### config.mk
export PLATFORM = sky130hd
export DESIGN_NAME = group_engine
export DESIGN_NICKNAME = d
export VERILOG_FILES = /design/src/verilog/cnn_pkg.sv /design/src/verilog/group_engine.sv
export SDC_FILE = /design/constraint.sdc
export NUM_CORES = 1
export LEC_CHECK = 0
export CELL_PAD_IN_SITES_DETAIL_PLACEMENT = 0
export CELL_PAD_IN_SITES_GLOBAL_PLACEMENT = 2
export CORE_AREA = 3 3 137 139
export CTS_CLUSTER_DIAMETER = 150
export CTS_CLUSTER_SIZE = 12
export DETAILED_ROUTE_END_ITERATION = 10
export DIE_AREA = 0 0 140 142
export DONT_BUFFER_PORTS = 1
export PLACE_DENSITY_LB_ADDON = 0.1
export SYNTH_ARGS = -nofsm -noshare
export SYNTH_HDL_FRONTEND = slang
export SYNTH_SLANG_ARGS = --single-unit
### constraint.sdc
create_clock -name clk -period 7.65 [get_ports clk]
set_input_delay 0.765 -clock clk [delete_from_list [all_inputs] [get_ports clk]]
set_output_delay 0.765 -clock clk [all_outputs]
set_load 0.05 [all_outputs]
### src/verilog/cnn_pkg.sv
package cnn_pkg;

    // Operation codes carried in bits [2:0] of command word 0
    // Codes 6 and 7 are not defined and get skipped by the sequencer
    typedef enum logic [2:0] {
        OP_IDLE      = 3'd0,
        OP_CONV1     = 3'd1,
        OP_CONV3     = 3'd2,
        OP_CONV3_PAD = 3'd3,
        OP_MAXPOOL3  = 3'd4,
        OP_AVEPOOL13 = 3'd5
    } op_type_e;

    // Words per packed command
    localparam int CMD_WORDS = 6;

    // Engine parallelism, 16 channels of 4 bytes per group
    localparam int GROUP_CH    = 16;
    localparam int GROUP_BYTES = 64;
    localparam int GROUP_IDX_W = 12;

    // Bit positions inside the command words
    localparam int W0_PAD_BIT    = 4;
    localparam int W0_STRIDE_LSB = 8;
    localparam int W0_OPNUM_LSB  = 12;
    localparam int W1_OCH_LSB    = 16;
    localparam int W2_OKER_LSB   = 8;

    // Decoded layer descriptor, 192 bits of command minus spare bits
    typedef struct packed {
        op_type_e    op_type;
        logic        padding;
        logic [3:0]  stride;
        logic [19:0] op_num;
        logic [15:0] i_channel_size;
        logic [15:0] o_channel_size;
        logic [7:0]  i_kernel_size;
        logic [7:0]  o_kernel_size;
        logic [31:0] weight_start_addr;
        logic [31:0] data_start_addr;
        logic [31:0] writeback_addr;
    } layer_cmd_t;

    // One writeback per finished channel group
    typedef struct packed {
        op_type_e               op_type;
        logic [GROUP_IDX_W-1:0] group_idx;
        logic [31:0]            addr;
    } wb_beat_t;

    // Conv and pooling codes that start the engine
    function automatic logic op_valid(input op_type_e op);
        return (op != OP_IDLE) && (op <= OP_AVEPOOL13);
    endfunction

endpackage

### src/verilog/group_engine.sv
`timescale 1ns/1ps

module group_engine import cnn_pkg::*; (
    input  logic       clk,
    input  logic       rst,
    input  logic       i_start,
    input  logic       i_reset,
    input  layer_cmd_t i_layer,
    input  logic       i_wb_full,
    output logic       o_wb_wr_en,
    output wb_beat_t   o_wb_beat,
    output logic       o_group_done
);

    // Cost of one group is the input kernel area
    logic [15:0]            ksq;
    logic [15:0]            last_cyc;
    logic [15:0]            cyc_cnt;
    logic                   at_last;
    logic [GROUP_IDX_W-1:0] grp_idx;

    assign ksq      = 16'(i_layer.i_kernel_size) * 16'(i_layer.i_kernel_size);
    // Zero kernel treated as a single cycle
    assign last_cyc = (ksq == '0) ? '0 : ksq - 1'b1;
    assign at_last  = (cyc_cnt == last_cyc);

    // Beat leaves on the last counting cycle, or later once the FIFO drains
    assign o_wb_wr_en   = i_start && at_last && !i_wb_full;
    assign o_group_done = o_wb_wr_en;

    always_ff @(posedge clk or posedge rst) begin
        if (rst) begin
            cyc_cnt <= '0;
            grp_idx <= '0;
        end else if (i_reset) begin
            // Between layers
            cyc_cnt <= '0;
            grp_idx <= '0;
        end else if (i_start) begin
            if (at_last) begin
                // Counter parks here while the FIFO is full
                if (!i_wb_full) begin
                    cyc_cnt <= '0;
                    grp_idx <= grp_idx + 1'b1;
                end
            end else begin
                cyc_cnt <= cyc_cnt + 1'b1;
            end
        end
    end

    // Beat fields stay stable while the push waits
    always_comb begin
        o_wb_beat.op_type   = i_layer.op_type;
        o_wb_beat.group_idx = grp_idx;
        // Target address steps one group of 64 bytes at a time
        o_wb_beat.addr      = i_layer.writeback_addr
                            + 32'(grp_idx) * 32'(GROUP_BYTES);
    end

endmodule

After elaboration in Yosys (flattened, before gate mapping)
Cells that the tools add are included.
{"block": "op_classes", "add_sub_neg": 4, "n_mul": 1, "n_eq_ne": 3, "muxes": 9, "n_reduce_logical": 8}
{"cell": "$mux 16", "count": 5}
{"cell": "$mux 12", "count": 4}
{"cell": "$add 32x18->32", "count": 1}
{"cell": "$add 16x1->16 const B", "count": 1}
{"cell": "$eq 16x16->1", "count": 1}
{"cell": "$logic_not 16->1", "count": 1}
{"cell": "$mul 8x8->16", "count": 1}
{"cell": "$sub 16x1->16 const B", "count": 1}
{"cell": "$add 12x1->12 const B", "count": 1}
{"cell": "$reduce_bool 2->1", "count": 2}
{"cell": "$ne 3x3->1 const B", "count": 1}
{"cell": "$reduce_and 3->1", "count": 1}
{"cell": "$logic_and 1x1->1", "count": 2}
{"cell": "$ne 2x2->1 const B", "count": 1}
{"cell": "$reduce_and 2->1", "count": 1}
{"cell": "$logic_not 1->1", "count": 1}
{"block": "word_totals", "ff_bits": 28, "input_bits": 177, "output_inout_bits": 49, "wordCells": 27}

Depth between registers and ports, before layout
{"block": "depth", "ltp_word": 7, "mapped_depth": 27, "mapped_depth_nobuf": 22}

Least setup slack after synthesis
OpenSTA, ideal clock, no wires.
{"block": "synth_timing", "kind": "input to output", "startpoint": "input port i_layer[106] (netlist name)", "endpoint": "output port o_wb_wr_en", "arrival_time_ps": 7688, "required_time_ps": 6885, "setup_slack_ps": -803, "cell_stages": 22, "path_buffers": 5, "path_cell_list": "clkbuf_1 -> nand2_1 -> fa_1 -> fa_1 -> fa_1 -> inv_1 -> fa_1 -> ha_1 -> buf_2 -> a211o_1 -> a211oi_2 -> nor3_1 -> or4_4 -> a222oi_1 -> nand3_1 -> a2111oi_2 -> o21bai_1 -> or4_1 -> buf_2 -> buf_2 -> nor2_1 -> buf_4"}
{"block": "synth_via", "elab_chain_len": 6, "elab_cells_between_ends": 7, "cone_classes": "1 x add/sub; 1 x mul; 1 x eq/ne; 1 x mux; 3 x reduce/logical"}
{"item": "from (decl)", "line_no": "group_engine.sv:8", "source": "input layer_cmd_t i_layer,"}
{"item": "$mul 8x8->16 (*)", "line_no": "group_engine.sv:22", "source": "assign ksq = 16'(i_layer.i_kernel_size) * 16'(i_layer.i_kernel_size);"}
{"item": "$sub 16x1->16 or $logic_not 16->1 (tied branches)", "line_no": "group_engine.sv:24", "source": "assign last_cyc = (ksq == '0) ? '0 : ksq - 1'b1;"}
{"item": "$mux 16 (*)", "line_no": "group_engine.sv:24"}
{"item": "$eq 16x16->1 (*)", "line_no": "group_engine.sv:25", "source": "assign at_last = (cyc_cnt == last_cyc);"}
{"item": "$logic_and 1x1->1 (*) (2 in series)", "line_no": "group_engine.sv:28", "source": "assign o_wb_wr_en = i_start && at_last && !i_wb_full;"}
{"item": "to (decl)", "line_no": "group_engine.sv:10", "source": "output logic o_wb_wr_en,"}
Mark *: on every way between the ends. The rest lies on a longest branch, timed or not.

Worst setup path after layout
{"block": "layout_timing", "startpoint": "input port i_layer[111] (netlist name)", "endpoint": "output port o_group_done"}
{"block": "layout_via", "elab_chain_len": 6, "elab_cells_between_ends": 7, "cone_classes": "1 x add/sub; 1 x mul; 1 x eq/ne; 1 x mux; 3 x reduce/logical"}
{"item": "$mul 8x8->16 (*)", "line_no": "group_engine.sv:22"}
{"item": "$sub 16x1->16 or $logic_not 16->1 (tied branches)", "line_no": "group_engine.sv:24"}
{"item": "$mux 16 (*)", "line_no": "group_engine.sv:24"}
{"item": "$eq 16x16->1 (*)", "line_no": "group_engine.sv:25"}
{"item": "$logic_and 1x1->1 (*) (2 in series)", "line_no": "group_engine.sv:28"}
{"item": "to (decl)", "line_no": "group_engine.sv:12", "source": "output logic o_group_done"}
Marks and branches as above.

==> results.json <==
{
  "status": "finished, final reports clean",
  "period_minus_slack_ns": 7.33,
  "syn_to_final_growth_pct": 6.74,
  "dr.pass1.iters": 4,
  "coreArea_um2": 17800,
  "critical_path_required_ns": 6.88,
  "power_density_nw_per_um2": 209,
  "synth_edf_count": 0,
  "crit_arrival_ns": 6.57,
  "track_usage": 0.145,
  "setup_violations": 0,
  "numCtsBuffers": 3,
  "cap_violations": 0,
  "clock_latency_ns": 0.27,
  "path_clk_slew_ns": 0.08,
  "cp-start-kind": "input port",
  "rr_endpoint": "grp_idx[8]$_DFFE_PP0P_",
  "cts_tree": "yes",
  "worstSetupPathType": "input port to output port",
  "initial_core_util": 0.295,
  "final-seq-area_um2": 701,
  "fin_util": 0.315,
  "cp-end-kind": "output port",
  "synth_top_cell_area_share": 0.133,
  "viasPerCell": 5.41,
  "grt_pass1_vias": 4894,
  "finalPower_mw": 1.17,
  "finalHoldViolCount": 0,
  "root_buffer": "clkbuf_16",
  "hpwl_um": 11500,
  "num_vias": 4839,
  "portBuffers": 0,
  "die_w_um": 140,
  "placed_area_um2": 5470,
  "synth_ff_type": "dfrtp_1",
  "grt_pass1_wl_um": 24500,
  "grt_remaining_overflow": 0,
  "diodes": 0,
  "syn_area_per_cell_um2": 7.65,
  "ys_top_cells_by_area": "dfrtp_1, ha_1, fa_1",
  "timing.critical_path.to": "o_group_done",
  "crit_path_start": "i_layer[111]",
  "die_h_um": 142,
  "synthCells": 686,
  "clock.fmax_mhz": 136,
  "rows": 49,
  "num_io_pins": 226,
  "fillers": 1943,
  "drc": 0,
  "ys_warn_count": 0,
  "whs_ns": 0.459,
  "finClkSkew_ns": 0.00605,
  "slew_viol_final": 0,
  "worst_slack_ns": 0.318,
  "syn-cell-area_um2": 5250,
  "multiInputGateArea_um2": 4140,
  "synth_area_leader_cell": "dfrtp_1",
  "ant_nets": 0,
  "synthDistinctLibCells": 68,
  "first_iter_violations": 206,
  "timing.slew.headroom": 0.215,
  "cts_sinks": 28,
  "grt_antenna_before_repair": 0,
  "clk_path_buf_depth": 2,
  "drt_wl_total_um": 14700,
  "htreeDepth": 1,
  "min_period_over_period": 0.958,
  "worstMarginPinSlew_ns": 1.17,
  "finalNetCount": 908,
  "crit_path_max_fanout": 10,
  "yosysSeqAreaShare": 0.133,
  "vdd_drop_max_v": 0.0000947,
  "power_leakage_nw": 2.42,
  "synth_nets": 928,
  "yosys_register_bits": 28,
  "place_congestion": 0.839,
  "hold_path_class": "input port to asynchronous set/reset pin",
  "grt_max_degree": 51,
  "timing.rr.start": "cyc_cnt[5]$_DFFE_PP0P_",
  "die_area_um2": 19900,
  "wire_per_inst_um": 16.5,
  "rsz0062_at_grt": "false",
  "async_reset_ff_frac": 1.00,
  "place_worst_setup_slack_ns": 0.149,
  "worst-r2r-cell-count": 12,
  "drive_gt1_frac": 0.0617,
  "fin_area_um2": 5610,
  "r2r_slack_ns": 4.23
}
==> layout make-up <==
cell class	instances	share of cell area
multi-input combinational	554	0.739
sequential	28	0.125
tap	229	0.0511
inverter	62	0.0415
timing repair buffer	17	0.0250
clock buffer	3	0.0134
clock inverter	1	0.00536
==> stage by stage <==
step           setup TNS, ns  cells
2_1_floorplan         -0.137    686
3_3_place_gp               0    889
3_5_place_dp               0    889
4_1_cts                    0    893
5_1_grt                    0    894
6_report                   0    894
==> kinds of logic after synthesis <==
logic type,share of synthesized area
muxes,0.0467
adders and majority gates,0.188
AOI/OAI and AO/OA,0.192
DFF,0.133
and+or+nand+nor,0.279
xor gates and xnor gates,0.0767
buffers and inverters,0.0846
==> layer usage <==
layer	global-route usage	up-vias	routed length (um)
met3	0.0232	10	850
met4	0.0173	0	79
met5	0	-	0
li1	-	2391	-
met1	0.198	2311	7010
met2	0.250	127	6770
==> state kept, by name (all words and copies together) (netlist names) <==
name	count
cyc_cnt	16
grp_idx	12
==> what timing repair did <==
| action | CTS | global route |
|---|---|---|
| buffers inserted | 0 | 1 |
| resized for setup | 0 | 4 |
| hold buffers | 0 | 0 |
| setup endpoints to repair | 0 | 2 |
==> worst min path at each step <==
stage	from	to	slack, ns	cells past startpoint
after detailed placement	cyc_cnt[9]$_DFFE_PP0P_	cyc_cnt[9]$_DFFE_PP0P_	0.69	2
after CTS	rst	grp_idx[1]$_DFFE_PP0P_	0.47	2
after global placement	cyc_cnt[5]$_DFFE_PP0P_	cyc_cnt[5]$_DFFE_PP0P_	0.68	2
after global routing	rst	grp_idx[3]$_DFFE_PP0P_	0.49	2
after floorplan	cyc_cnt[6]$_DFFE_PP0P_	cyc_cnt[6]$_DFFE_PP0P_	0.61	2
final	rst	grp_idx[1]$_DFFE_PP0P_	0.46	2
==> power breakdown <==
part           total [mW]  internal [mW]  switching [mW]
logic               0.856          0.336           0.520
registers           0.151          0.149         0.00230
clock network       0.165          0.105          0.0604
==> layout by cell type (no fill, tap or decap), types with 4 or more instances in the layout <==
cell type,n
xor2_1,10
inv_1,62
and3_1,17
o31ai_1,10
fa_1,23
nor3_1,12
dfrtp_1,28
o22ai_1,4
nand2b_1,21
or3_1,11
and2_1,19
or2_2,4
nor4_1,6
mux2_2,4
o21ai_0,34
a21oi_1,44
mux2i_1,20
a21boi_0,6
nor2_1,50
nand4_1,19
ha_1,42
nand3b_1,6
a21o_1,4
buf_4,16
or4_1,4
nand2_1,38
xnor2_1,35
nor3b_1,8
o211ai_1,5
nor2b_1,12
nand3_1,27
a31oi_1,4
==> critical path: stages <==
cell and delay [ns]:
and2_1 0.17, xnor2_1 0.17, ha_1 0.20, a31oi_1 0.26, fa_1 0.50, fa_1 0.43, inv_1 0.08, fa_1 0.42
ha_1 0.44, a211o_1 0.34, a211oi_2 0.20, nor3_1 0.09, or4_4 0.49, a222oi_1 0.33, buf_4 0.23, nand3_1 0.12
a2111oi_2 0.43, o21bai_1 0.11, or4_4 0.48, nor2_4 0.15, buf_12 0.18
==> cells in the mapped netlist (all sizes together) (4+ instances only) <==
cell	number
nor2	51
a31oi	4
inv	62
or3	11
ha	42
clkbuf	23
mux2i	20
xor2	10
nand3b	6
o22ai	4
a21o	4
xnor2	36
or4	6
buf	19
o211ai	5
fa	23
o21ai	35
nand2b	21
a21boi	6
nor2b	12
or2	4
nand4	19
and3	17
a211oi	5
nand3	27
nand2	38
mux2	4
and2	19
nor4	6
a21oi	44
dfrtp	28
nor3	12
nor3b	8
o31ai	10
(Power assumes the default switching activity.)
