## config.mk

```make
export PLATFORM = sky130hd
export DESIGN_NAME = sync_fifo
export DESIGN_NICKNAME = d
export VERILOG_FILES = /design/src/verilog/cnn_pkg.sv /design/src/verilog/sync_fifo.sv
export SDC_FILE = /design/constraint.sdc
export NUM_CORES = 1
export LEC_CHECK = 0
export BUFFER_PORTS_ARGS = -buffer_cell sky130_fd_sc_hd__buf_2
export CAP_MARGIN = 20
export CORE_MARGIN = 5
export CORE_UTILIZATION = 55
export DETAILED_ROUTE_END_ITERATION = 7
export PLACE_DENSITY = 0.78
export SLEW_MARGIN = 20
export SYNTH_ARGS = -nofsm -noshare
export SYNTH_HDL_FRONTEND = slang
export SYNTH_SLANG_ARGS = --single-unit
```

## constraint.sdc

```tcl
create_clock -name clk -period 3.1 [get_ports clk]
set_input_delay 0.31 -clock clk [delete_from_list [all_inputs] [get_ports clk]]
set_output_delay 0.31 -clock clk [all_outputs]
set_load 0.1 [all_outputs]
```

## src/verilog/cnn_pkg.sv

```systemverilog
package cnn_pkg;

    // Operation codes carried in bits [2:0] of command word 0
    // Codes 6 and 7 are not defined and get skipped by the sequencer
    typedef enum logic [2:0] {
        OP_IDLE      = 3'd0,
        OP_CONV1     = 3'd1,
        OP_CONV3     = 3'd2,
        OP_CONV3_PAD = 3'd3,
        OP_MAXPOOL3  = 3'd4,
        OP_AVEPOOL13 = 3'd5
    } op_type_e;

    // Words per packed command
    localparam int CMD_WORDS = 6;

    // Engine parallelism, 16 channels of 4 bytes per group
    localparam int GROUP_CH    = 16;
    localparam int GROUP_BYTES = 64;
    localparam int GROUP_IDX_W = 12;

    // Bit positions inside the command words
    localparam int W0_PAD_BIT    = 4;
    localparam int W0_STRIDE_LSB = 8;
    localparam int W0_OPNUM_LSB  = 12;
    localparam int W1_OCH_LSB    = 16;
    localparam int W2_OKER_LSB   = 8;

    // Decoded layer descriptor, 192 bits of command minus spare bits
    typedef struct packed {
        op_type_e    op_type;
        logic        padding;
        logic [3:0]  stride;
        logic [19:0] op_num;
        logic [15:0] i_channel_size;
        logic [15:0] o_channel_size;
        logic [7:0]  i_kernel_size;
        logic [7:0]  o_kernel_size;
        logic [31:0] weight_start_addr;
        logic [31:0] data_start_addr;
        logic [31:0] writeback_addr;
    } layer_cmd_t;

    // One writeback per finished channel group
    typedef struct packed {
        op_type_e               op_type;
        logic [GROUP_IDX_W-1:0] group_idx;
        logic [31:0]            addr;
    } wb_beat_t;

    // Conv and pooling codes that start the engine
    function automatic logic op_valid(input op_type_e op);
        return (op != OP_IDLE) && (op <= OP_AVEPOOL13);
    endfunction

endpackage

```

## src/verilog/sync_fifo.sv

```systemverilog
`timescale 1ns/1ps

module sync_fifo import cnn_pkg::*; #(
    parameter int  DEPTH = 16,
    parameter type T     = logic [31:0],
    localparam int AW    = (DEPTH > 1) ? $clog2(DEPTH) : 1,
    localparam int CW    = $clog2(DEPTH + 1)
) (
    input  logic          clk,
    input  logic          rst,
    input  logic          i_wr_en,
    input  T              i_wr_data,
    input  logic          i_rd_en,
    output T              o_rd_data,
    output logic          o_empty,
    output logic          o_full,
    output logic [CW-1:0] o_count
);

    // Storage, no reset needed on the data array
    T mem [DEPTH];

    logic [AW-1:0] wr_ptr;
    logic [AW-1:0] rd_ptr;
    logic          do_wr;
    logic          do_rd;

    // Overflow and underflow requests are dropped
    assign do_wr = i_wr_en && !o_full;
    assign do_rd = i_rd_en && !o_empty;

    always_ff @(posedge clk) begin
        if (do_wr) begin
            mem[wr_ptr] <= i_wr_data;
        end
    end

    // Pointers wrap at DEPTH, so depth need not be a power of two
    always_ff @(posedge clk or posedge rst) begin
        if (rst) begin
            wr_ptr  <= '0;
            rd_ptr  <= '0;
            o_count <= '0;
        end else begin
            if (do_wr) begin
                wr_ptr <= (wr_ptr == AW'(DEPTH - 1)) ? '0 : wr_ptr + 1'b1;
            end
            if (do_rd) begin
                rd_ptr <= (rd_ptr == AW'(DEPTH - 1)) ? '0 : rd_ptr + 1'b1;
            end
            // Fill level moves only on unbalanced access
            case ({do_wr, do_rd})
                2'b10:   o_count <= o_count + 1'b1;
                2'b01:   o_count <= o_count - 1'b1;
                default: o_count <= o_count;
            endcase
        end
    end

    // Head word visible without a read, first-word-fall-through
    assign o_rd_data = mem[rd_ptr];
    assign o_empty   = (o_count == '0);
    assign o_full    = (o_count == CW'(DEPTH));

endmodule

```

Yosys cells after proc, flatten, opt, wreduce, memory -nomap -nowiden
Memory sizes are Yosys's and may differ from the RTL's.
Index checks and enable logic that the tools add are counted.
Word-level totals
  output and inout port bits: 39
  RAM bits: 512
  input port bits: 36
  register bits after elaboration: 13
  memories kept: 1
Memory list
  mem: words 16, width 32, rd ports 1, clocked after Yosys merged registers in 0, write ports 1, RTL line sync_fifo.sv:21  | T mem [DEPTH];
Cells by class
  eq/ne operators: 5
  multiplexer cells: 5
  add/subtract/negate cells: 4
  reduce and logical (&&, ||, !) cells: 6
Operators with widths (number)
  $pmux W5 S2: 1
  $add A4 B1 Y4 const B: 2
  $eq A4 B4 Y1 const B: 2
  $mux W4: 2
  $add A5 B1 Y5 const B: 1
  $eq A5 B5 Y1 const B: 1
  $logic_not A5 Y1: 1
  $sub A5 B1 Y5 const B: 1
  $eq A2 B1 Y1 const B: 1
  $eq A2 B2 Y1 const B: 1
  $logic_and A1 B1 Y1: 2
  $logic_not A1 Y1: 2
  $mux W1: 2
  $reduce_bool A2 Y1: 1

Logic depth before layout (Yosys ltp)
Gate-level depths: netlist of the first run.
  depth in word-level cells: 5
  depth in mapped cells: 9

Worst setup path after synthesis of the first run
No wires, ideal clock.
  kind: register to register
  start: register o_count[0]
  end: register o_count[4]
  required time: 2974 ps
  cell stages (with the launch flop): 10
  path slack: -387 ps
  arrival: 3361 ps
  clock period less this slack: 3487 ps
  library setup time: 126 ps
  cells stage by stage: dfrtp_1 or4_4 o21ai_2 inv_2 ha_1 fa_1 a21o_1 a2111oi_0 a31oi_1 a221o_1
On the way
  longest elaborated chain between the ends: 5
Ends and longest elaborated chain
  from (decl): RTL line sync_fifo.sv:17  | output logic [CW-1:0] o_count
  from (signal assigned): RTL line sync_fifo.sv:53  | 2'b10: o_count <= o_count + 1'b1;
  from (signal assigned): RTL line sync_fifo.sv:54  | 2'b01: o_count <= o_count - 1'b1;
  from (signal assigned): RTL line sync_fifo.sv:55  | default: o_count <= o_count;
  $logic_not A5 Y1 (*): RTL line sync_fifo.sv:62  | assign o_empty = (o_count == '0);
  $logic_not A1 Y1 (*): RTL line sync_fifo.sv:30  | assign do_rd = i_rd_en && !o_empty;
  $logic_and A1 B1 Y1 (*): RTL line sync_fifo.sv:30
  net do_rd: RTL line sync_fifo.sv:26  | logic do_rd;
  $eq A2 B1 Y1 / $eq A2 B2 Y1 (equally long branches): RTL line sync_fifo.sv:52  | case ({do_wr, do_rd})
  $pmux W5 S2 / $reduce_bool A2 Y1 (equally long branches)
Mark *: on every way through the listed nets, which the timed path passes. The rest lies on a longest branch.
A chain may end at the register's enable or synchronous reset.

==> out/qor.yml, run 1 <==
drv_slew: 0
hold_depth: 5
yosysSeqAreaShare_pct: 78.4
synth_area_sq_mm: 0.0200
die_y_microns: 201
cp_slowest_cell: "dfrtp_4"
coreArea_sq_mm: 0.0363
path_clk_slew_ns: 0.06
final-setup-viol-count: 0
cp-end-kind: "output port"
fin_crit_ns: 3.01
cp-start-kind: "flop"
grt_pass1_vias: 10100
crit_type: "reg -> out"
gp_congestion: 0.728
routed_wl_microns: 41600
ir_drop_mv: 1.15
clk_latency_ns: 0.55
dr_total_vias: 9431
synth.avg_cell_area_sq_um: 22.7
cts_root_buf: "clkbuf_16"
cts_made_buffers: 50
start_util_pct: 55.3
crit_path_max_incr_delay_ns: 0.60
drt-initial-drc-count: 836
synth_warnings: 0
fp.dieW_microns: 201
dp.cells: 1418
drv_cap: 0
cts_buffer_depth: 3
finClkSkew_ns: 0.0159
r2r_cells: 9
hpwlAfterDp_microns: 23000
fmax_ghz: 0.332
drc: 0
grt_use_total_pct: 20.7
io_buffer_count: 74
layout_commonest_cell: "edfxtp_1"
drt.antenna.violating_nets: 0
crit_path_max_fanout: 23
cts_tree: "built"
cp_cell_sequence: "buf_12 > mux4_2 > a22oi_1 > nand2_1 > buf_2"
htreeDepth: 2
antenna_found_initial: 3
fin_cells: 1504
hold_viol_final: 0
crit_buf_inv: 2
leakagePower_nw: 7.43
critPathRequiredTime_ns: 2.79
final_cell_mix: "edfxtp_1, mux4_2, buf_2"
worst_pin_slew_ns: 0.542
dieArea_sq_mm: 0.0403
cp.arrival_ns: 2.70
hp-class: "in -> reg"
synth_top_area_cell: "edfxtp_1"
firstDrtPassIters: 5
dp_slack_ns: 0.135
slew_headroom_pct: 63.8
syn-num-nets: 928
num_io_pins: 75
rows: 70
overflow: 0
grt_start_max_net_pins: 33
ys_seq_elements: 525
cp.depth: 5
area_delta_synth_final_pct: 14.4
rsz0062_at_grt: "true"
power_density_mw_per_mm2: 1030
vias_per_cell: 6.27
synth_cell_type_count: 39
cts_num_sinks: 525
min_period_over_period_pct: 97.1
drive_above_1_share_pct: 32.8
synth_area_leaders: "edfxtp_1, mux4_2, a22oi_1"
crit_family: "flip-flops"
syn_inst: 882
grt_pass1_wl_microns: 62900
nets: 1052
post_drt_wl_per_cell_microns: 27.7
fin_ws_ns: 0.0908
diodes: 0
run_status: "finished, final reports clean"
synth.top_cell.area_share_pct: 76.7
fillCellCount: 2381
## state kept, by name, summed over array words and instances, names as in the netlist
| signal | flops |
|---|---|
| rd_ptr | 4 |
| mem | 512 |
| o_count | 5 |
| wr_ptr | 4 |
## logic make-up (layout without fill, tap and decap cells)
family / after synthesis / count (layout) / synth area share, %
DFF: 525 / 525 / 78.4
muxes: 129 / 129 / 14.4
AOI/OAI and AO/OA: 85 / 85 / 3.11
and+or+nand+nor: 76 / 76 / 1.85
buffers and inverters: 52 / 206 / 1.35
adders and majority gates: 10 / 10 / 0.662
xor gates and xnor gates: 5 / 5 / 0.219
## worst paths after layout
| check | to | slack, ns | startpoint |
|---|---|---|---|
| max | o_rd_data[17] | 0.09 | rd_ptr[0]$_DFFE_PP0P_ |
| min | rd_ptr[1]$_DFFE_PP0P_ | 0.12 | i_rd_en |
| max reg2reg | o_count[4]$_DFFE_PP0P_ | 0.10 | o_count[3]$_DFFE_PP0P_ |
| min reg2reg | o_count[2]$_DFFE_PP0P_ | 0.58 | o_count[2]$_DFFE_PP0P_ |
| max in group asynchronous | o_count[3]$_DFFE_PP0P_ | 2.35 | rst |
| min in group asynchronous | rd_ptr[2]$_DFFE_PP0P_ | 0.35 | rst |
## final cells by class
type | count | area [sq um] | area share [%]
Inverter | 7 | 26.3 | 0.115
Clock inverter | 15 | 103 | 0.448
Timing Repair Buffer | 117 | 1010 | 4.42
Clock buffer | 67 | 1340 | 5.83
Tap cell | 468 | 586 | 2.55
Multi-Input combinational cell | 305 | 4140 | 18.1
Sequential cell | 525 | 15700 | 68.6
## tightest hold or removal path: cells and delay by family
family / cells / cell delay (ns)
and+or+nand+nor: 2 / 0.09
AOI/OAI and AO/OA: 1 / 0.06
buffers and inverters: 2 / 0.16
## power by group
part	switching [mW]	internal (mW)	total, mW	leakage [nW]
Clock	2.41	3.08	5.49	0.705
Combinational	6.40	2.81	9.21	1.95
Sequential	0.362	8.53	8.89	4.78
Total	9.17	14.4	23.6	7.43
## Yosys cell counts
master and number:
mux4_2 128, a31oi_1 1, o21ai_0 6, nor2_1 4, a21o_1 4, inv_1 5, nand2_1 41, clkbuf_2 1
buf_1 9, edfxtp_1 512, a22oi_1 64, buf_4 2, buf_2 5, xor2_1 1, buf_6 8, dfrtp_1 13
xnor2_1 4, a21boi_2 1, o21ai_2 1, a211oi_1 1, o21ai_1 1, a2111oi_0 1, nor3_1 1, a221o_1 1
clkbuf_1 20, mux2_2 1, inv_2 2, and2_1 18, nor4_1 2, nor2b_1 2, or4_4 1, and3_1 1
nand3_1 3, a21oi_1 3, a32o_1 1, ha_1 9, nor3b_2 1, nor3b_1 2, fa_1 1
## metal layers
| layer | global-route usage [%] | share of wire [%] | vias to the layer above |
|---|---|---|---|
| met3 | 3.57 | 6.4 | 81 |
| met1 | 28.0 | 40 | 5000 |
| met2 | 35.8 | 52 | 362 |
| met4 | 5.21 | 2.0 | 6 |
| met5 | 0 | 0.098 | - |
| li1 | - | - | 3982 |
## through the flow
step	power, mW	setup TNS (ns)	hold slack [ns]	area, sq um	utilization [%]
after floorplan	16.1	0	0.187	20100	-
after global placement	18.1	0	0.367	21400	59.1
after detailed placement	18.2	0	0.377	21400	59.1
after CTS	23.8	0	0.102	22900	63.1
after global routing	24.5	-0.0833	0.108	22900	63.2
final	23.6	0	0.120	22900	63.2
## repair_timing
action                     4_1_cts  5_1_grt
buffers inserted                 2        1
hold buffers                     1        0
hold endpoints to repair        13        0
gates resized for setup          0        5
setup endpoints to repair        1        6
No activity file was read; power rests on OpenSTA's default activity.
==> inputs of run 2 (changes only) <==
Settings changed: SETUP_SLACK_MARGIN set to 0.4.
==> run 2 against run 1 <==
Effect of this change:
- clock power rose by 17%
- hold slack got worse by 0.020 ns
- via count rose by 4.5%
- global-route usage rose by 2.7 points
- die area did not move
- register-to-register slack improved by 0.20 ns
- worst setup slack improved by 0.12 ns
- maximum frequency rose by 4.2%
- critical endpoint is now o_rd_data[13]
==> out/qor.yml, run 2 (same netlist as run 1, synthesis figures left out) <==
reg.largest.list: "mem: 512 flops, o_count: 5 flops"
power_density_mw_per_mm2: 1130
hp-class: "in -> reg"
cp.arrival_ns: 2.58
dr_total_vias: 9860
cp-start-kind: "flop"
hpwlAfterDp_microns: 22200
crit_path_max_fanout: 8
area_delta_synth_final_pct: 23.5
critPathRequiredTime_ns: 2.79
largest_reg_flops: 512
coreArea_sq_mm: 0.0363
routed_wl_microns: 47400
fp.dieW_microns: 201
overflow: 0
drive_above_1_share_pct: 43.9
dp_slack_ns: 0.125
finClkSkew_ns: 0.0236
firstDrtPassIters: 7
io_buffer_count: 74
switching_share_pct: 37.4
cp_cell_sequence: "buf_12 > buf_12 > buf_16 > buf_4 > mux4_2 > a22oi_2 > nand2_2 > buf_12"
ir_drop_mv: 1.66
drv_slew: 0
hold_viol_final: 0
comb_power_share_pct: 45.5
p_switching_mw: 10.4
drt-initial-drc-count: 1069
run_status: "finished, final reports clean"
drt.antenna.violating_nets: 0
drc: 0
fin_setup_tns_ns: 0
fin_ws_ns: 0.212
dieArea_sq_mm: 0.0403
final-setup-viol-count: 0
nets: 1096
cts_num_sinks: 525
crit_path_max_incr_delay_ns: 0.53
gp_congestion: 0.733
start_util_pct: 55.3
fmax_ghz: 0.346
cp_slowest_cell: "dfrtp_4"
seqPwrFrac_pct: 31.6
leakagePower_nw: 8.09
drv_cap: 0
multi_input_area_sq_mm: 0.00451
die_y_microns: 201
cts_buffer_depth: 3
final_cell_mix: "edfxtp_1, mux4_2, buf_12"
cts_made_buffers: 51
fillCellCount: 2167
cp-end-kind: "output port"
antenna_found_initial: 2
path_clk_slew_ns: 0.07
fin_crit_ns: 2.89
rsz0062_at_grt: "true"
worst_pin_slew_ns: 0.599
post_drt_wl_per_cell_microns: 30.5
crit_type: "reg -> out"
min_period_over_period_pct: 93.2
cts_tree: "built"
crit_path_frequent_cell: "buf_12"
largest-register: "mem"
rows: 70
slew_headroom_pct: 60.1
grt_pass1_vias: 10500
htreeDepth: 2
grt_pass1_wl_microns: 69100
cts_root_buf: "clkbuf_16"
regArea_sq_mm: 0.0157
p_clk_share_pct: 22.9
num_io_pins: 75
p_int_mw: 17.5
layout_commonest_cell: "edfxtp_1"
grt_use_total_pct: 23.4
vias_per_cell: 6.33
grt_start_max_net_pins: 49
clk_latency_ns: 0.58
[run 2: cell count changes in the layout (fill, tap and decap cells not counted), moves of 4 or more]
cell       delta
clkbuf_16     +4
buf_12       +36
buf_2        -30
buf_4        +15
a22oi_2      +54
bufinv_16     +7
a22oi_1      -54
nand2_1      -26
buf_16       +12
nand2_2      +26
buf_6         +7
[run 2: layer usage]
layer	track usage [%]	routed length (microns)	vias to the layer above
met3	4.22	3690	98
met1	30.2	17000	5153
met2	40.9	25400	512
met4	7.57	1320	2
met5	0	13	-
li1	-	-	4095
[run 2: timing repair]
item,in CTS,in global routing
hold buffers,1,0
pin swaps,47,24
buffers inserted,28,8
setup endpoints to repair,33,34
hold endpoints to repair,13,0
gates resized for setup,200,34
gates cloned,10,3
[run 2: final timing paths]
path,startpoint,endpoint,slack (ns),depth (start not counted)
worst max-delay path,rd_ptr[0]$_DFFE_PP0P_,o_rd_data[13],0.21,8
worst min-delay path,i_wr_data[18],mem[5][18]$_DFFE_PP_,0.10,1
worst max register to register,o_count[0]$_DFFE_PP0P_,o_count[4]$_DFFE_PP0P_,0.30,9
worst min register to register,wr_ptr[2]$_DFFE_PP0P_,wr_ptr[2]$_DFFE_PP0P_,0.59,1
max in group asynchronous,rst,o_count[3]$_DFFE_PP0P_,2.38,3
min in group asynchronous,rst,rd_ptr[0]$_DFFE_PP0P_,0.32,3
[run 2: stage by stage]
step           utilization, %  hold slack, ns  power (mW)  cell area (sq um)  instances
5_1_grt                  68.3          0.0928        28.8              24800       1558
3_3_place_gp             59.0           0.368        18.0              21400       1415
4_1_cts                  67.4          0.0709        27.4              24400       1546
6_report                 68.3           0.100        27.9              24800       1558
2_1_floorplan               -           0.187        16.1              20100        882
3_5_place_dp             59.0           0.369        18.2              21400       1415
[run 2: cell type report]
class,instances,area share [%]
clock buffer,69,5.56
inverter,7,0.106
antenna,1,0.0101
timing repair buffer,160,8.87
clock inverter,23,1.37
multi-input combinational,305,18.2
sequential,525,63.5
tap,468,2.37
[run 2: power groups by stage]
stage	sequential, mW	clock, mW	combinational, mW
2_1_floorplan	9.07	0	7.01
3_3_place_gp	8.98	0	9.03
3_5_place_dp	9.03	0	9.12
4_1_cts	8.80	6.45	12.2
5_1_grt	8.87	6.79	13.2
6_report	8.82	6.40	12.7
[run 2: critical path, delay by kind of cell, from the launching register on]
family	cells	cell delay (ns)
flip-flops	1	0.53
AND/OR/NAND/NOR	1	0.09
buffers and inverters	5	0.77
AO/OA/AOI/OAI	1	0.17
multiplexers	1	0.43
