## src/verilog/cnn_pkg.sv

```systemverilog
package cnn_pkg;

    // Operation codes carried in bits [2:0] of command word 0
    // Codes 6 and 7 are not defined and get skipped by the sequencer
    typedef enum logic [2:0] {
        OP_IDLE      = 3'd0,
        OP_CONV1     = 3'd1,
        OP_CONV3     = 3'd2,
        OP_CONV3_PAD = 3'd3,
        OP_MAXPOOL3  = 3'd4,
        OP_AVEPOOL13 = 3'd5
    } op_type_e;

    // Words per packed command
    localparam int CMD_WORDS = 6;

    // Engine parallelism, 16 channels of 4 bytes per group
    localparam int GROUP_CH    = 16;
    localparam int GROUP_BYTES = 64;
    localparam int GROUP_IDX_W = 12;

    // Bit positions inside the command words
    localparam int W0_PAD_BIT    = 4;
    localparam int W0_STRIDE_LSB = 8;
    localparam int W0_OPNUM_LSB  = 12;
    localparam int W1_OCH_LSB    = 16;
    localparam int W2_OKER_LSB   = 8;

    // Decoded layer descriptor, 192 bits of command minus spare bits
    typedef struct packed {
        op_type_e    op_type;
        logic        padding;
        logic [3:0]  stride;
        logic [19:0] op_num;
        logic [15:0] i_channel_size;
        logic [15:0] o_channel_size;
        logic [7:0]  i_kernel_size;
        logic [7:0]  o_kernel_size;
        logic [31:0] weight_start_addr;
        logic [31:0] data_start_addr;
        logic [31:0] writeback_addr;
    } layer_cmd_t;

    // One writeback per finished channel group
    typedef struct packed {
        op_type_e               op_type;
        logic [GROUP_IDX_W-1:0] group_idx;
        logic [31:0]            addr;
    } wb_beat_t;

    // Conv and pooling codes that start the engine
    function automatic logic op_valid(input op_type_e op);
        return (op != OP_IDLE) && (op <= OP_AVEPOOL13);
    endfunction

endpackage

```

## src/verilog/layer_sequencer.sv

```systemverilog
`timescale 1ns/1ps

module layer_sequencer import cnn_pkg::*; (
    input  logic        clk,
    input  logic        rst,
    input  logic        i_op_en,
    input  logic        i_fetch_done,
    input  logic [31:0] i_cmd_word,
    input  logic        i_cmd_empty,
    output logic        o_cmd_rd_en,
    output layer_cmd_t  o_layer,
    output logic        o_engine_start,
    output logic        o_engine_reset,
    input  logic        i_group_done,
    output logic        o_op_run,
    output logic        o_irq
);

    typedef enum logic [2:0] {
        S_IDLE,
        S_COLLECT,
        S_ISSUE,
        S_WAIT_OP,
        S_FINISH
    } seq_state_e;

    seq_state_e state;

    // Position of the next word inside the command
    logic [2:0]             word_cnt;
    logic                   last_word;
    // Groups finished in the current layer and groups required
    logic [GROUP_IDX_W-1:0] grp_cnt;
    logic [GROUP_IDX_W-1:0] grp_target;
    logic                   layer_last_grp;
    // Nothing left in the FIFO and nothing more to come
    logic                   no_more_cmds;
    seq_state_e             after_layer;

    // Pop one word per non-empty collect cycle
    assign o_cmd_rd_en = (state == S_COLLECT) && !i_cmd_empty;
    assign last_word   = (word_cnt == 3'(CMD_WORDS - 1));

    assign grp_target     = GROUP_IDX_W'(o_layer.o_channel_size / GROUP_CH);
    assign layer_last_grp = i_group_done && (grp_cnt + 1'b1 == grp_target);
    assign no_more_cmds   = i_cmd_empty && i_fetch_done;
    assign after_layer    = no_more_cmds ? S_FINISH : S_COLLECT;

    // Run and irq are decoded from state, so they never overlap
    assign o_op_run = (state == S_COLLECT) || (state == S_ISSUE) || (state == S_WAIT_OP);
    assign o_irq    = (state == S_FINISH);

    always_ff @(posedge clk or posedge rst) begin
        if (rst) begin
            state          <= S_IDLE;
            word_cnt       <= '0;
            grp_cnt        <= '0;
            o_engine_start <= 1'b0;
            o_engine_reset <= 1'b1;
        end else begin
            case (state)
                S_IDLE, S_FINISH: begin
                    // op_en also clears irq by leaving finish
                    if (i_op_en) begin
                        state    <= S_COLLECT;
                        word_cnt <= '0;
                    end
                end
                S_COLLECT: begin
                    if (o_cmd_rd_en) begin
                        word_cnt <= last_word ? '0 : word_cnt + 1'b1;
                        if (last_word) begin
                            grp_cnt <= '0;
                            // op_type and channel count were latched from words 0 and 1
                            if (op_valid(o_layer.op_type) && (grp_target != '0)) begin
                                state          <= S_ISSUE;
                                o_engine_start <= 1'b1;
                                o_engine_reset <= 1'b0;
                            end else begin
                                // Skipped layer, go straight on
                                state <= after_layer;
                            end
                        end
                    end else if ((word_cnt == '0) && no_more_cmds) begin
                        // Covers an empty command list
                        state <= S_FINISH;
                    end
                end
                S_ISSUE, S_WAIT_OP: begin
                    // Short kernels can finish a group during issue
                    if (state == S_ISSUE) begin
                        state <= S_WAIT_OP;
                    end
                    if (i_group_done) begin
                        grp_cnt <= grp_cnt + 1'b1;
                    end
                    if (layer_last_grp) begin
                        o_engine_start <= 1'b0;
                        o_engine_reset <= 1'b1;
                        state          <= after_layer;
                    end
                end
                default: begin
                    state <= S_IDLE;
                end
            endcase
        end
    end

    // Split each word into descriptor fields
    always_ff @(posedge clk) begin
        if (o_cmd_rd_en) begin
            case (word_cnt)
                3'd0: begin
                    o_layer.op_type <= op_type_e'(i_cmd_word[2:0]);
                    o_layer.padding <= i_cmd_word[W0_PAD_BIT];
                    o_layer.stride  <= i_cmd_word[W0_STRIDE_LSB +: 4];
                    o_layer.op_num  <= i_cmd_word[W0_OPNUM_LSB +: 20];
                end
                3'd1: begin
                    o_layer.i_channel_size <= i_cmd_word[15:0];
                    o_layer.o_channel_size <= i_cmd_word[W1_OCH_LSB +: 16];
                end
                3'd2: begin
                    o_layer.i_kernel_size <= i_cmd_word[7:0];
                    o_layer.o_kernel_size <= i_cmd_word[W2_OKER_LSB +: 8];
                end
                3'd3: o_layer.weight_start_addr <= i_cmd_word;
                3'd4: o_layer.data_start_addr   <= i_cmd_word;
                3'd5: o_layer.writeback_addr    <= i_cmd_word;
                default: ;
            endcase
        end
    end

endmodule

```

## config.mk

```make
export PLATFORM = sky130hd
export DESIGN_NAME = layer_sequencer
export DESIGN_NICKNAME = d
export VERILOG_FILES = /design/src/verilog/cnn_pkg.sv /design/src/verilog/layer_sequencer.sv
export SDC_FILE = /design/constraint.sdc
export NUM_CORES = 1
export LEC_CHECK = 0
export ABC_AREA = 1
export BUFFER_PORTS_ARGS = -buffer_cell sky130_fd_sc_hd__buf_4
export CAP_MARGIN = 30
export CELL_PAD_IN_SITES_DETAIL_PLACEMENT = 1
export CELL_PAD_IN_SITES_GLOBAL_PLACEMENT = 1
export CORE_ASPECT_RATIO = 1.75
export CORE_MARGIN = 1
export CORE_UTILIZATION = 40
export DETAILED_ROUTE_END_ITERATION = 10
export HOLD_SLACK_MARGIN = 0.02
export PLACE_DENSITY = 0.79
export SLEW_MARGIN = 30
export SYNTH_ARGS = -nofsm -noshare
export SYNTH_HDL_FRONTEND = slang
export SYNTH_SLANG_ARGS = --single-unit
```

## constraint.sdc

```tcl
create_clock -name clk -period 13.4 [get_ports clk]
set_input_delay 2.68 -clock clk [delete_from_list [all_inputs] [get_ports clk]]
set_output_delay 2.68 -clock clk [all_outputs]
set_load 0.03 [all_outputs]
```

## Word-level counts from Yosys, hierarchy flattened

Cells that the tools add are included.

| word-level totals | value |
|---|---|
| register bits | 192 |
| output and inout bits | 177 |
| logic and storage cells | 92 |

| cells by class | value |
|---|---|
| add/sub/neg operators | 2 |
| magnitude comparators | 1 |
| eq/ne operators | 19 |
| muxes and demuxes | 27 |
| reductions and logical operators | 27 |

Operators by type and width:

| operator | count |
|---|---|
| $mux 12 | 3 |
| $mux 3 | 11 |
| $pmux 12 s2 | 1 |
| $add 12x1->12 const B | 1 |
| $eq 12x12->1 | 1 |
| $eq 3x2->1 const B | 4 |
| $reduce_and 2->1 | 6 |
| $reduce_bool 12->1 | 1 |
| $ne 2x2->1 const B | 5 |
| $eq 3x3->1 const B | 3 |
| $pmux 3 s3 | 1 |
| $mux 1 | 8 |
| $reduce_and 4->1 | 2 |
| $eq 3x1->1 const B | 2 |
| $logic_and 1x1->1 | 6 |
| $logic_not 3->1 | 2 |
| $ne 3x3->1 const B | 2 |
| $pmux 3 s2 | 1 |
| $reduce_and 5->1 | 1 |
| $pmux 1 s2 | 2 |
| $reduce_bool 2->1 | 2 |
| $reduce_or 2->1 | 2 |
| $add 3x1->3 const B | 1 |
| $le 3x3->1 const B | 1 |
| 6 further kinds | 7 |

## Depth between registers and ports, before layout

Gate-level depths: netlist (run 1).

| depth | value |
|---|---|
| depth in word-level cells | 7 |
| depth in mapped cells | 17 |

## Least setup slack after synthesis (run 1)

Ideal clock, no wire load.

| timing | value |
|---|---|
| path kind | input to register |
| start | in i_cmd_empty |
| end | reg o_layer[32] (netlist bit) (enable) |
| arrival | 6.639 ns |
| path slack | 6.259 ns |
| cell stages on the path | 3 |
| path buffers | 0 |
| cells stage by stage | nor2_1 -> inv_1 -> nor4_1 |

| on the way | value |
|---|---|
| longest elaborated chain between the ends | 3 |

Ends and longest elaborated chain:

| what | RTL line | source |
|---|---|---|
| from (decl) | layer_sequencer.sv:9 | `input logic i_cmd_empty,` |
| $logic_not 1->1 | layer_sequencer.sv:41 | `assign o_cmd_rd_en = (state == S_COLLECT) && !i_cmd_empty;` |
| $logic_and 1x1->1 | layer_sequencer.sv:41 |  |
| $reduce_and 2->1 (no source line) | -- |  |
| to (decl) | layer_sequencer.sv:11 | `output layer_cmd_t o_layer,` |

Every way passes these cells.
A chain may end at the register's enable or synchronous reset.

## Worst setup path after layout (run 1)

| timing | value |
|---|---|
| start | in i_cmd_empty |
| end | out o_cmd_rd_en |

| on the way | value |
|---|---|
| longest elaborated chain between the ends | 2 |

Ends and longest elaborated chain:

| what | RTL line | source |
|---|---|---|
| $logic_not 1->1 | layer_sequencer.sv:41 |  |
| $logic_and 1x1->1 | layer_sequencer.sv:41 |  |
| to (decl) | layer_sequencer.sv:10 | `output logic o_cmd_rd_en,` |

Every way passes these cells.

==> flow_metrics.env, run 1 <==
export IMPL_status="completed"
export IMPL_gp_congestion=0.9331
export IMPL_clock_latency_ns=0.43
export IMPL_grt_max_degree=21
export IMPL_track_usage_pct=23.07
export IMPL_die_y_um=175.8
export IMPL_synth_seq_cells=192
export IMPL_multi_input_area_um2=1092
export IMPL_die_x_um=101.3
export IMPL_crit_fanout=6
export IMPL_route_met3_wl_um=1236
export IMPL_cts_tree="yes"
export IMPL_syn_area_um2=6907
export IMPL_clock_sinks=192
export IMPL_slew_headroom_pct=44.53
export IMPL_critPathCaptureType="output port"
export IMPL_drt_iter0_drc=160
export IMPL_leakage_nw=3.830
export IMPL_core_area_um2=16950
export IMPL_drive_gt1_share_pct=40.14
export IMPL_grt_pass1_vias=5078
export IMPL_final_cell_mix="218 x buf_4, 172 x edfxtp_1, 78 x nand2_1, 45 x inv_1, 31 x nand3_1"
export IMPL_antenna_found_initial=0
export IMPL_start_util_pct=40.75
export IMPL_placed_cell_area_um2=8939
export IMPL_routed_wl_um=19640
export IMPL_grt_ovfl_total=0
export IMPL_area_delta_synth_final_pct=37.75
export IMPL_timing_fmax_mhz=164.7
export IMPL_worstPathRequired_ns=10.72
export IMPL_post_dp_hpwl_um=14510
export IMPL_num_io_pins=215
export IMPL_met1_length_um=6422
export IMPL_synth_warnings=0
export IMPL_clock_skew_final_ns=0.01010
export IMPL_syn_inst=448
export IMPL_path_class="input pin to output port"
export IMPL_vdd_drop_max_mv=0.1102
export IMPL_cap_violations=0
export IMPL_rsz0062_at_grt="no"
export IMPL_final_common_cell="buf_4"
export IMPL_synth_nets=489
export IMPL_worstMarginPinSlew_ns=0.8269
export IMPL_post_cts_buffers=0
export IMPL_drc_errors=0
export IMPL_final_max_slew_viol_count=0
export IMPL_vias=4607
export IMPL_clock_path_buffers=2
export IMPL_ant_nets=0
export IMPL_grt_pass1_wl_um=29250
export IMPL_final_area_um2=9514
export IMPL_dieArea_um2=17820
export IMPL_top_layer="met4"
export IMPL_avgSynthCellArea_um2=15.42
export IMPL_cp_start_kind="input pin"
export IMPL_cts_resized_gates=0
export IMPL_finalSetupTns_ns=0
export IMPL_cts_hold_buf=0
export IMPL_ys_types=30
export IMPL_period_share_pct=45.31
export IMPL_io_buffers=214
export IMPL_clk_transition_reported_paths_ns=0.07
export IMPL_setup_ws_ns=7.328
export IMPL_wl_met2_um=11230
export IMPL_setup_viol=0
export IMPL_power_density_nw_per_um2=167.9
export IMPL_synth_seq_area_share_pct=82.05
export IMPL_ff_latch_area_um2=5667
export IMPL_vias_per_cell=4.970
export IMPL_min_path_type="flop to flop"
export IMPL_nFillCells=1691
export IMPL_place_ws_ns=7.356
export IMPL_cts_made_buffers=17
export IMPL_final_cells=927
export IMPL_fin_nets=728
export IMPL_antenna_cells=0
export IMPL_rows=63
export IMPL_cts_root_buf="clkbuf_16"
export IMPL_cp_data_arrival_time_ns=3.39
export IMPL_routedWlPerCell_um=21.19
export IMPL_finalHoldViolations=0
export IMPL_dr_pass1_iters=5
export IMPL_min_period_ns=6.072
export IMPL_dp_cells=895
export IMPL_htreeDepth=4
## kinds of logic (layout without fill, tap and decap cells)
family          after synthesis  in the layout  synth area share, %
fa+ha+maj                     3              3               0.5435
buf+inv                      49            301                2.735
xor+xnor                      1              1               0.1268
compound gates               27             27                2.228
flops                       192            192                82.05
simple gates                176            176                12.32
## worst max-delay path, stage by stage
cell    delay (ns)
buf_4         0.12
nor2_1        0.34
buf_4         0.25
## path summary, 6_finish.rpt
kind	depth (start not counted)	startpoint	endpoint	slack, ns
max in group asynchronous	2	rst	grp_cnt[8]$_DFFE_PP0P_	10.69
min	2	o_engine_reset$_DFFE_PP1P_	o_engine_reset$_DFFE_PP1P_	0.47
max reg2reg	7	state[0]$_DFFE_PP0P_	o_layer[72]$_DFFE_PP_	10.85
max	3	i_cmd_empty	o_cmd_rd_en	7.33
min reg2reg	2	o_engine_reset$_DFFE_PP1P_	o_engine_reset$_DFFE_PP1P_	0.47
min in group asynchronous	2	rst	state[1]$_DFFE_PP0P_	2.31
## cell type report
class	instances	area share [%]
Sequential cell	192	59.56
Timing Repair Buffer	221	18.07
Clock buffer	18	4.511
Tap cell	227	2.985
Inverter	48	1.907
Multi-Input combinational cell	207	11.48
Clock inverter	14	1.486
## through the flow
stage / hold slack (ns) / utilization, % / power, mW
after floorplan: 0.4714 / - / 0.9737
after global placement: 0.4596 / 52.26 / 1.092
after detailed placement: 0.4697 / 52.74 / 1.119
after CTS: 0.4805 / 56.11 / 1.609
after global routing: 0.4882 / 56.14 / 1.662
final: 0.4744 / 56.14 / 1.597
## flip-flops by register name, indices dropped and copies added (netlist names)
| register | flops |
|---|---|
| o_layer | 172 |
| state | 3 |
| o_engine_reset | 1 |
| o_engine_start | 1 |
| grp_cnt | 12 |
| word_cnt | 3 |
## power by group
group	internal, mW	switching [mW]
logic	0.108	0.241
clock network	0.274	0.215
registers	0.714	0.0448
total	1.10	0.500
## per-layer routing
layer | vias up | GRT usage [%]
met1 | 2301 | 22.55
met4 | 0 | 13.41
li1 | 2076 | -
met3 | 44 | 5.810
met2 | 186 | 42.66
met5 | - | 0
## synth_stat cells
cell type | number | area, um^2
o22ai_1 | 7 | 43.79
nand3b_1 | 5 | 37.54
a21boi_0 | 1 | 7.510
dfstp_2 | 1 | 26.28
o21ai_1 | 6 | 30.03
buf_4 | 1 | 7.510
o21ai_2 | 1 | 8.760
nor2_1 | 27 | 101.4
xnor2_1 | 1 | 8.760
nor4_1 | 4 | 25.02
nand2_1 | 78 | 292.8
edfxtp_1 | 172 | 5165
nor2_4 | 1 | 11.26
nor3_1 | 3 | 15.01
a21oi_1 | 5 | 25.02
nand3_1 | 31 | 155.2
ha_1 | 3 | 37.54
nand4_1 | 6 | 37.54
nand3b_2 | 1 | 11.26
nor2_8 | 2 | 40.04
o21ai_0 | 6 | 30.03
inv_1 | 46 | 172.7
or2_2 | 1 | 6.260
o41ai_1 | 1 | 8.760
inv_2 | 1 | 3.750
nand3_2 | 3 | 30.03
nor2_2 | 4 | 25.02
clkinv_2 | 1 | 5.000
nand2_2 | 10 | 62.56
dfrtp_1 | 19 | 475.5
No activity file was read; power rests on OpenSTA's default activity.
==> run 2, diff against run 1 <==
--- a/config.mk
+++ b/config.mk
@@ -5,17 +5,17 @@
 export SDC_FILE = /design/constraint.sdc
 export NUM_CORES = 1
 export LEC_CHECK = 0
-export ABC_AREA = 1
+export ABC_AREA = 0
 export BUFFER_PORTS_ARGS = -buffer_cell sky130_fd_sc_hd__buf_4
 export CAP_MARGIN = 30
 export CELL_PAD_IN_SITES_DETAIL_PLACEMENT = 1
 export CELL_PAD_IN_SITES_GLOBAL_PLACEMENT = 1
 export CORE_ASPECT_RATIO = 1.75
 export CORE_MARGIN = 1
-export CORE_UTILIZATION = 40
+export CORE_UTILIZATION = 37
 export DETAILED_ROUTE_END_ITERATION = 10
 export HOLD_SLACK_MARGIN = 0.02
-export PLACE_DENSITY = 0.79
+export PLACE_DENSITY = 0.76
 export SLEW_MARGIN = 30
 export SYNTH_ARGS = -nofsm -noshare
 export SYNTH_HDL_FRONTEND = slang
==> constraint.sdc (replaced) <==
create_clock -name clk -period 5.1 [get_ports clk]
set_input_delay 1.02 -clock clk [delete_from_list [all_inputs] [get_ports clk]]
set_output_delay 1.02 -clock clk [all_outputs]
set_load 0.03 [all_outputs]
==> run 2 against run 1 <==
- total power rose to 2.6 times the previous value
- routed wire length down 9.6%
- worst setup slack worse by 5.1 ns
- clock-buffer cell count down 1
- first-iteration DRC count down 28%
- sequential share of layout area up 2.5 points
- critical path type is now flop to output port
==> flow_metrics.env, run 2 <==
export IMPL_ant_nets=0
export IMPL_finalHoldViolations=0
export IMPL_dieArea_um2=18480
export IMPL_synth_compound_area_share_pct=4.019
export IMPL_cts_made_buffers=17
export IMPL_yosys_area_top_type="edfxtp_1"
export IMPL_synth_warnings=0
export IMPL_min_period_ns=2.879
export IMPL_largest_register_ffs=172
export IMPL_synth_fa_ha_area_share_pct=0.5660
export IMPL_antenna_found_initial=0
export IMPL_ys_flop_type="edfxtp_1"
export IMPL_final_cells=822
export IMPL_antenna_cells=0
export IMPL_drt_iter0_drc=115
export IMPL_worstPathRequired_ns=4.08
export IMPL_track_usage_pct=19.57
export IMPL_syn_inst=345
export IMPL_period_share_pct=56.45
export IMPL_htreeDepth=4
export IMPL_setup_viol=0
export IMPL_cp_start_kind="flop"
export IMPL_routed_wl_um=17760
export IMPL_synth_nets=386
export IMPL_core_area_um2=17540
export IMPL_power_density_nw_per_um2=459.6
export IMPL_clock_skew_final_ns=0.009976
export IMPL_io_buffers=214
export IMPL_grt_pass1_vias=4369
export IMPL_synth_most_common_cell="edfxtp_1"
export IMPL_leakage_nw=3.485
export IMPL_clk_transition_reported_paths_ns=0.08
export IMPL_clock_latency_ns=0.43
export IMPL_placed_cell_area_um2=8557
export IMPL_cts_root_buf="clkbuf_16"
export IMPL_synth_xor_area_share_pct=2.377
export IMPL_slew_headroom_pct=35.17
export IMPL_setup_ws_ns=2.221
export IMPL_rsz0062_at_grt="no"
export IMPL_status="completed"
export IMPL_vias=4059
export IMPL_cts_resized_gates=0
export IMPL_cts_hold_buf=0
export IMPL_grt_pass1_wl_um=25290
export IMPL_fin_nets=619
export IMPL_die_x_um=103.2
export IMPL_synth_seq_area_share_pct=85.45
export IMPL_dr_pass1_iters=6
export IMPL_cts_tree="yes"
export IMPL_synth_top_cell_area_share_pct=77.89
export IMPL_reg_top3="o_layer: 172 flops, grp_cnt: 12 flops"
export IMPL_ys_async_sr_fraction_pct=10.42
export IMPL_final_cell_mix="219 x buf_4, 172 x edfxtp_1, 19 x o21ai_0, 19 x dfrtp_1, 17 x clkbuf_16"
export IMPL_grt_max_degree=34
export IMPL_synth_simple_area_share_pct=6.925
export IMPL_start_util_pct=37.81
export IMPL_fin_util_pct=52.08
export IMPL_vdd_drop_max_mv=0.3436
export IMPL_routedWlPerCell_um=21.60
export IMPL_holdWs_ns=0.5172
export IMPL_synth_top_family_by_area="simple AND/OR/NAND/NOR gates"
export IMPL_cp_data_arrival_time_ns=1.86
export IMPL_final_area_um2=9133
export IMPL_muxShareOfSynthArea_pct=0
export IMPL_die_y_um=179.1
export IMPL_clock_sinks=192
export IMPL_path_class="flop to output port"
export IMPL_clock_path_buffers=2
export IMPL_avgSynthCellArea_um2=19.22
export IMPL_synth_common_cells="172 x edfxtp_1, 19 x dfrtp_1, 19 x o21ai_0"
export IMPL_power_mw=4.197
export IMPL_grt_ovfl_total=0
export IMPL_drc_errors=0
export IMPL_post_dp_hpwl_um=12710
export IMPL_critPathCaptureType="output port"
export IMPL_area_delta_synth_final_pct=37.72
export IMPL_finalSetupTns_ns=0
export IMPL_syn_area_um2=6631
export IMPL_final_common_cell="buf_4"
export IMPL_gp_congestion=0.8485
export IMPL_rows=64
export IMPL_cap_violations=0
export IMPL_vias_per_cell=4.938
export IMPL_num_io_pins=215
export IMPL_timing_fmax_mhz=347.4
export IMPL_min_path_type="flop to flop"
export IMPL_yosys_top_cells_area="edfxtp_1 78%, dfrtp_1 7.2%, xnor2_1 1.5%, o21ai_0 1.4%, xor2_1 0.92%"
export IMPL_drive_gt1_share_pct=44.33
export IMPL_place_ws_ns=2.096
export IMPL_ys_types=47
export IMPL_post_cts_buffers=0
export IMPL_final_max_slew_viol_count=0
export IMPL_synth_edf_count=172
export IMPL_worstMarginPinSlew_ns=0.9725
export IMPL_regMostFlops="o_layer"
export IMPL_crit_fanout=7
export IMPL_synth_seq_cells=192
export IMPL_dp_cells=790
run 2: path summary, 6_finish.rpt:
path | slack (ns) | from | endpoint | cells after the start
worst max register to register | 2.24 | state[2]$_DFFE_PP0P_ | grp_cnt[7]$_DFFE_PP0P_ | 7
worst min register to register | 0.52 | grp_cnt[11]$_DFFE_PP0P_ | grp_cnt[11]$_DFFE_PP0P_ | 1
worst max-delay path | 2.22 | state[2]$_DFFE_PP0P_ | o_cmd_rd_en | 3
max in group asynchronous | 3.80 | rst | grp_cnt[10]$_DFFE_PP0P_ | 2
min in group asynchronous | 0.77 | rst | state[1]$_DFFE_PP0P_ | 2
worst min-delay path | 0.52 | grp_cnt[11]$_DFFE_PP0P_ | grp_cnt[11]$_DFFE_PP0P_ | 1
run 2: cell families (layout without fill, tap and decap cells):
logic type      count (synthesis)  after routing
fa+ha+maj                       3              3
buf+inv                        10            256
simple gates                   80             80
flops                         192            192
compound gates                 42             42
xor+xnor                       18             18
run 2: power breakdown:
group          total, mW  internal, mW  switching (mW)
clock network       1.30         0.688           0.607
registers           2.04          1.92           0.123
logic              0.863         0.285           0.578
run 2: layer usage:
layer  share of wire [%]  track usage [%]  vias to the layer above
met5                   0                0                        -
met4                 3.1            9.507                        0
met3                 5.1            5.146                       32
met2                  58            37.25                      158
met1                  34            18.80                     2055
li1                    -                -                     1814
run 2: final cells by class:
class                   instances  area, um^2
fillers                      1688        8404
flip-flops and latches        192        5667
multi-input cells             143       938.4
well taps                     231       289.0
inverters                       5       18.77
clock buffers                  17       425.4
repair buffers                219        1644
clock inverters                15       150.1
run 2: worst max-delay path, stage by stage (launching register included):
cell and delay [ns]:
dfrtp_1 0.42, or3b_2 0.58, nor2_2 0.22, buf_4 0.21
==> run 3, diff against run 2 <==
==> constraint.sdc (replaced) <==
create_clock -name clk -period 2.6 [get_ports clk]
set_input_delay 0.52 -clock clk [delete_from_list [all_inputs] [get_ports clk]]
set_output_delay 0.52 -clock clk [all_outputs]
set_load 0.03 [all_outputs]
==> run 3 against run 2 <==
- utilization rose by 0.62 points
- design area rose by 1.2%
- total power rose by 100%
- via count fell by 1.1%
- global-route usage rose by 0.63 points
- sequential power rose by 97%
- clock power rose by 100%
- highest routed layer unchanged
- combinational power rose by 100%
==> flow_metrics.env, run 3 (synthesis results as in run 2) <==
export IMPL_antenna_found_initial=0
export IMPL_rsz0062_at_grt="no"
export IMPL_drc_errors=0
export IMPL_fin_nets=622
export IMPL_post_dp_hpwl_um=12960
export IMPL_critPathCaptureType="flop"
export IMPL_vdd_drop_max_mv=0.6019
export IMPL_nFillCells=1675
export IMPL_ff_latch_area_um2=5667
export IMPL_setup_viol=0
export IMPL_grt_max_degree=29
export IMPL_worstPathRequired_ns=2.89
export IMPL_grt_pass1_wl_um=25720
export IMPL_fin_util_pct=52.70
export IMPL_vias_per_cell=4.865
export IMPL_critical_path_top_delay_family="simple AND/OR/NAND/NOR gates"
export IMPL_drive_gt1_share_pct=44.61
export IMPL_die_x_um=103.2
export IMPL_final_area_um2=9241
export IMPL_leakage_nw=3.516
export IMPL_min_period_ns=2.422
export IMPL_worstPathCellList="ha_1, nand2_1, nor4_2, xnor2_1, nand4_1, nor4b_1, o21ai_0"
export IMPL_routedWlPerCell_um=21.58
export IMPL_clock_latency_ns=0.44
export IMPL_place_ws_ns=0.2327
export IMPL_power_mw=8.373
export IMPL_clock_skew_final_ns=0.008156
export IMPL_cts_tree="yes"
export IMPL_placed_cell_area_um2=8658
export IMPL_power_density_nw_per_um2=906.0
export IMPL_cts_resized_gates=0
export IMPL_vias=4014
export IMPL_clk_transition_reported_paths_ns=0.07
export IMPL_grt_ovfl_total=0
export IMPL_crit_buf_inv=0
export IMPL_final_common_cell="buf_4"
export IMPL_antenna_cells=0
export IMPL_setup_ws_ns=0.1777
export IMPL_multi_input_area_um2=967.2
export IMPL_core_area_um2=17540
export IMPL_reg_top3="o_layer: 172 flops, grp_cnt: 12 flops"
export IMPL_cts_root_buf="clkbuf_16"
export IMPL_cap_violations=0
export IMPL_die_y_um=179.1
export IMPL_final_max_slew_viol_count=0
export IMPL_track_usage_pct=20.20
export IMPL_crit_reg2reg_launch="grp_cnt[0]$_DFFE_PP0P_"
export IMPL_final_cells=825
export IMPL_largest_register_ffs=172
export IMPL_holdWs_ns=0.2609
export IMPL_cts_made_buffers=17
export IMPL_path_class="flop to flop"
export IMPL_rows=64
export IMPL_routed_wl_um=17800
export IMPL_critPathLaunch="grp_cnt[0]$_DFFE_PP0P_"
export IMPL_drt_iter0_drc=193
export IMPL_slew_headroom_pct=42.73
export IMPL_num_io_pins=215
export IMPL_dieArea_um2=18480
export IMPL_clock_path_buffers=2
export IMPL_cp_data_arrival_time_ns=2.71
export IMPL_area_delta_synth_final_pct=39.36
export IMPL_period_share_pct=93.17
export IMPL_gp_congestion=0.8774
export IMPL_min_path_type="input pin to asynchronous set/reset pin"
export IMPL_htreeDepth=4
export IMPL_max_stage_delay_ns=0.52
export IMPL_dp_cells=793
export IMPL_worstMarginPinSlew_ns=0.8582
export IMPL_dr_pass1_iters=4
export IMPL_status="completed"
export IMPL_clock_sinks=192
export IMPL_crit_fanout=7
export IMPL_post_cts_buffers=0
export IMPL_finalHoldViolations=0
export IMPL_finalSetupTns_ns=0
export IMPL_grt_pass1_vias=4382
export IMPL_cp_start_kind="flop"
export IMPL_ant_nets=0
export IMPL_regMostFlops="o_layer"
export IMPL_final_cell_mix="218 x buf_4, 172 x edfxtp_1, 19 x o21ai_0, 19 x dfrtp_1, 17 x clkbuf_16"
export IMPL_io_buffers=214
export IMPL_slowest_stage="nor4b_1"
export IMPL_timing_fmax_mhz=412.8
export IMPL_start_util_pct=37.81
export IMPL_cts_hold_buf=0
## run 3: power by group
part	internal, mW	switching, mW	total (mW)
clock	1.43	1.17	2.60
combinational	0.602	1.16	1.76
sequential	3.75	0.253	4.01
## run 3: layer usage
metal / GRT usage, % / routed length, um
met1: 18.14 / 5649
met2: 38.89 / 10540
met3: 7.602 / 1195
met4: 8.275 / 414
met5: 0 / 0
## run 3: path summary, 6_finish.rpt
kind / end / slack, ns / cells after the start
worst min-delay path: state[0]$_DFFE_PP0P_ / 0.26 / 2
worst max-delay path: state[1]$_DFFE_PP0P_ / 0.18 / 7
max in group asynchronous: word_cnt[1]$_DFFE_PP0P_ / 1.80 / 2
min in group clk: o_layer[134]$_DFFE_PP_ / 0.29 / 1
worst max register to register: state[1]$_DFFE_PP0P_ / 0.18 / 7
worst min register to register: o_engine_reset$_DFFE_PP1P_ / 0.51 / 1
## run 3: area by class of cell
type	count	share of cell area, %
Clock inverter	15	1.706
Clock buffer	17	4.603
Multi-Input combinational cell	143	10.47
Timing Repair Buffer	222	18.58
Sequential cell	192	61.32
Inverter	5	0.2031
Tap cell	231	3.128
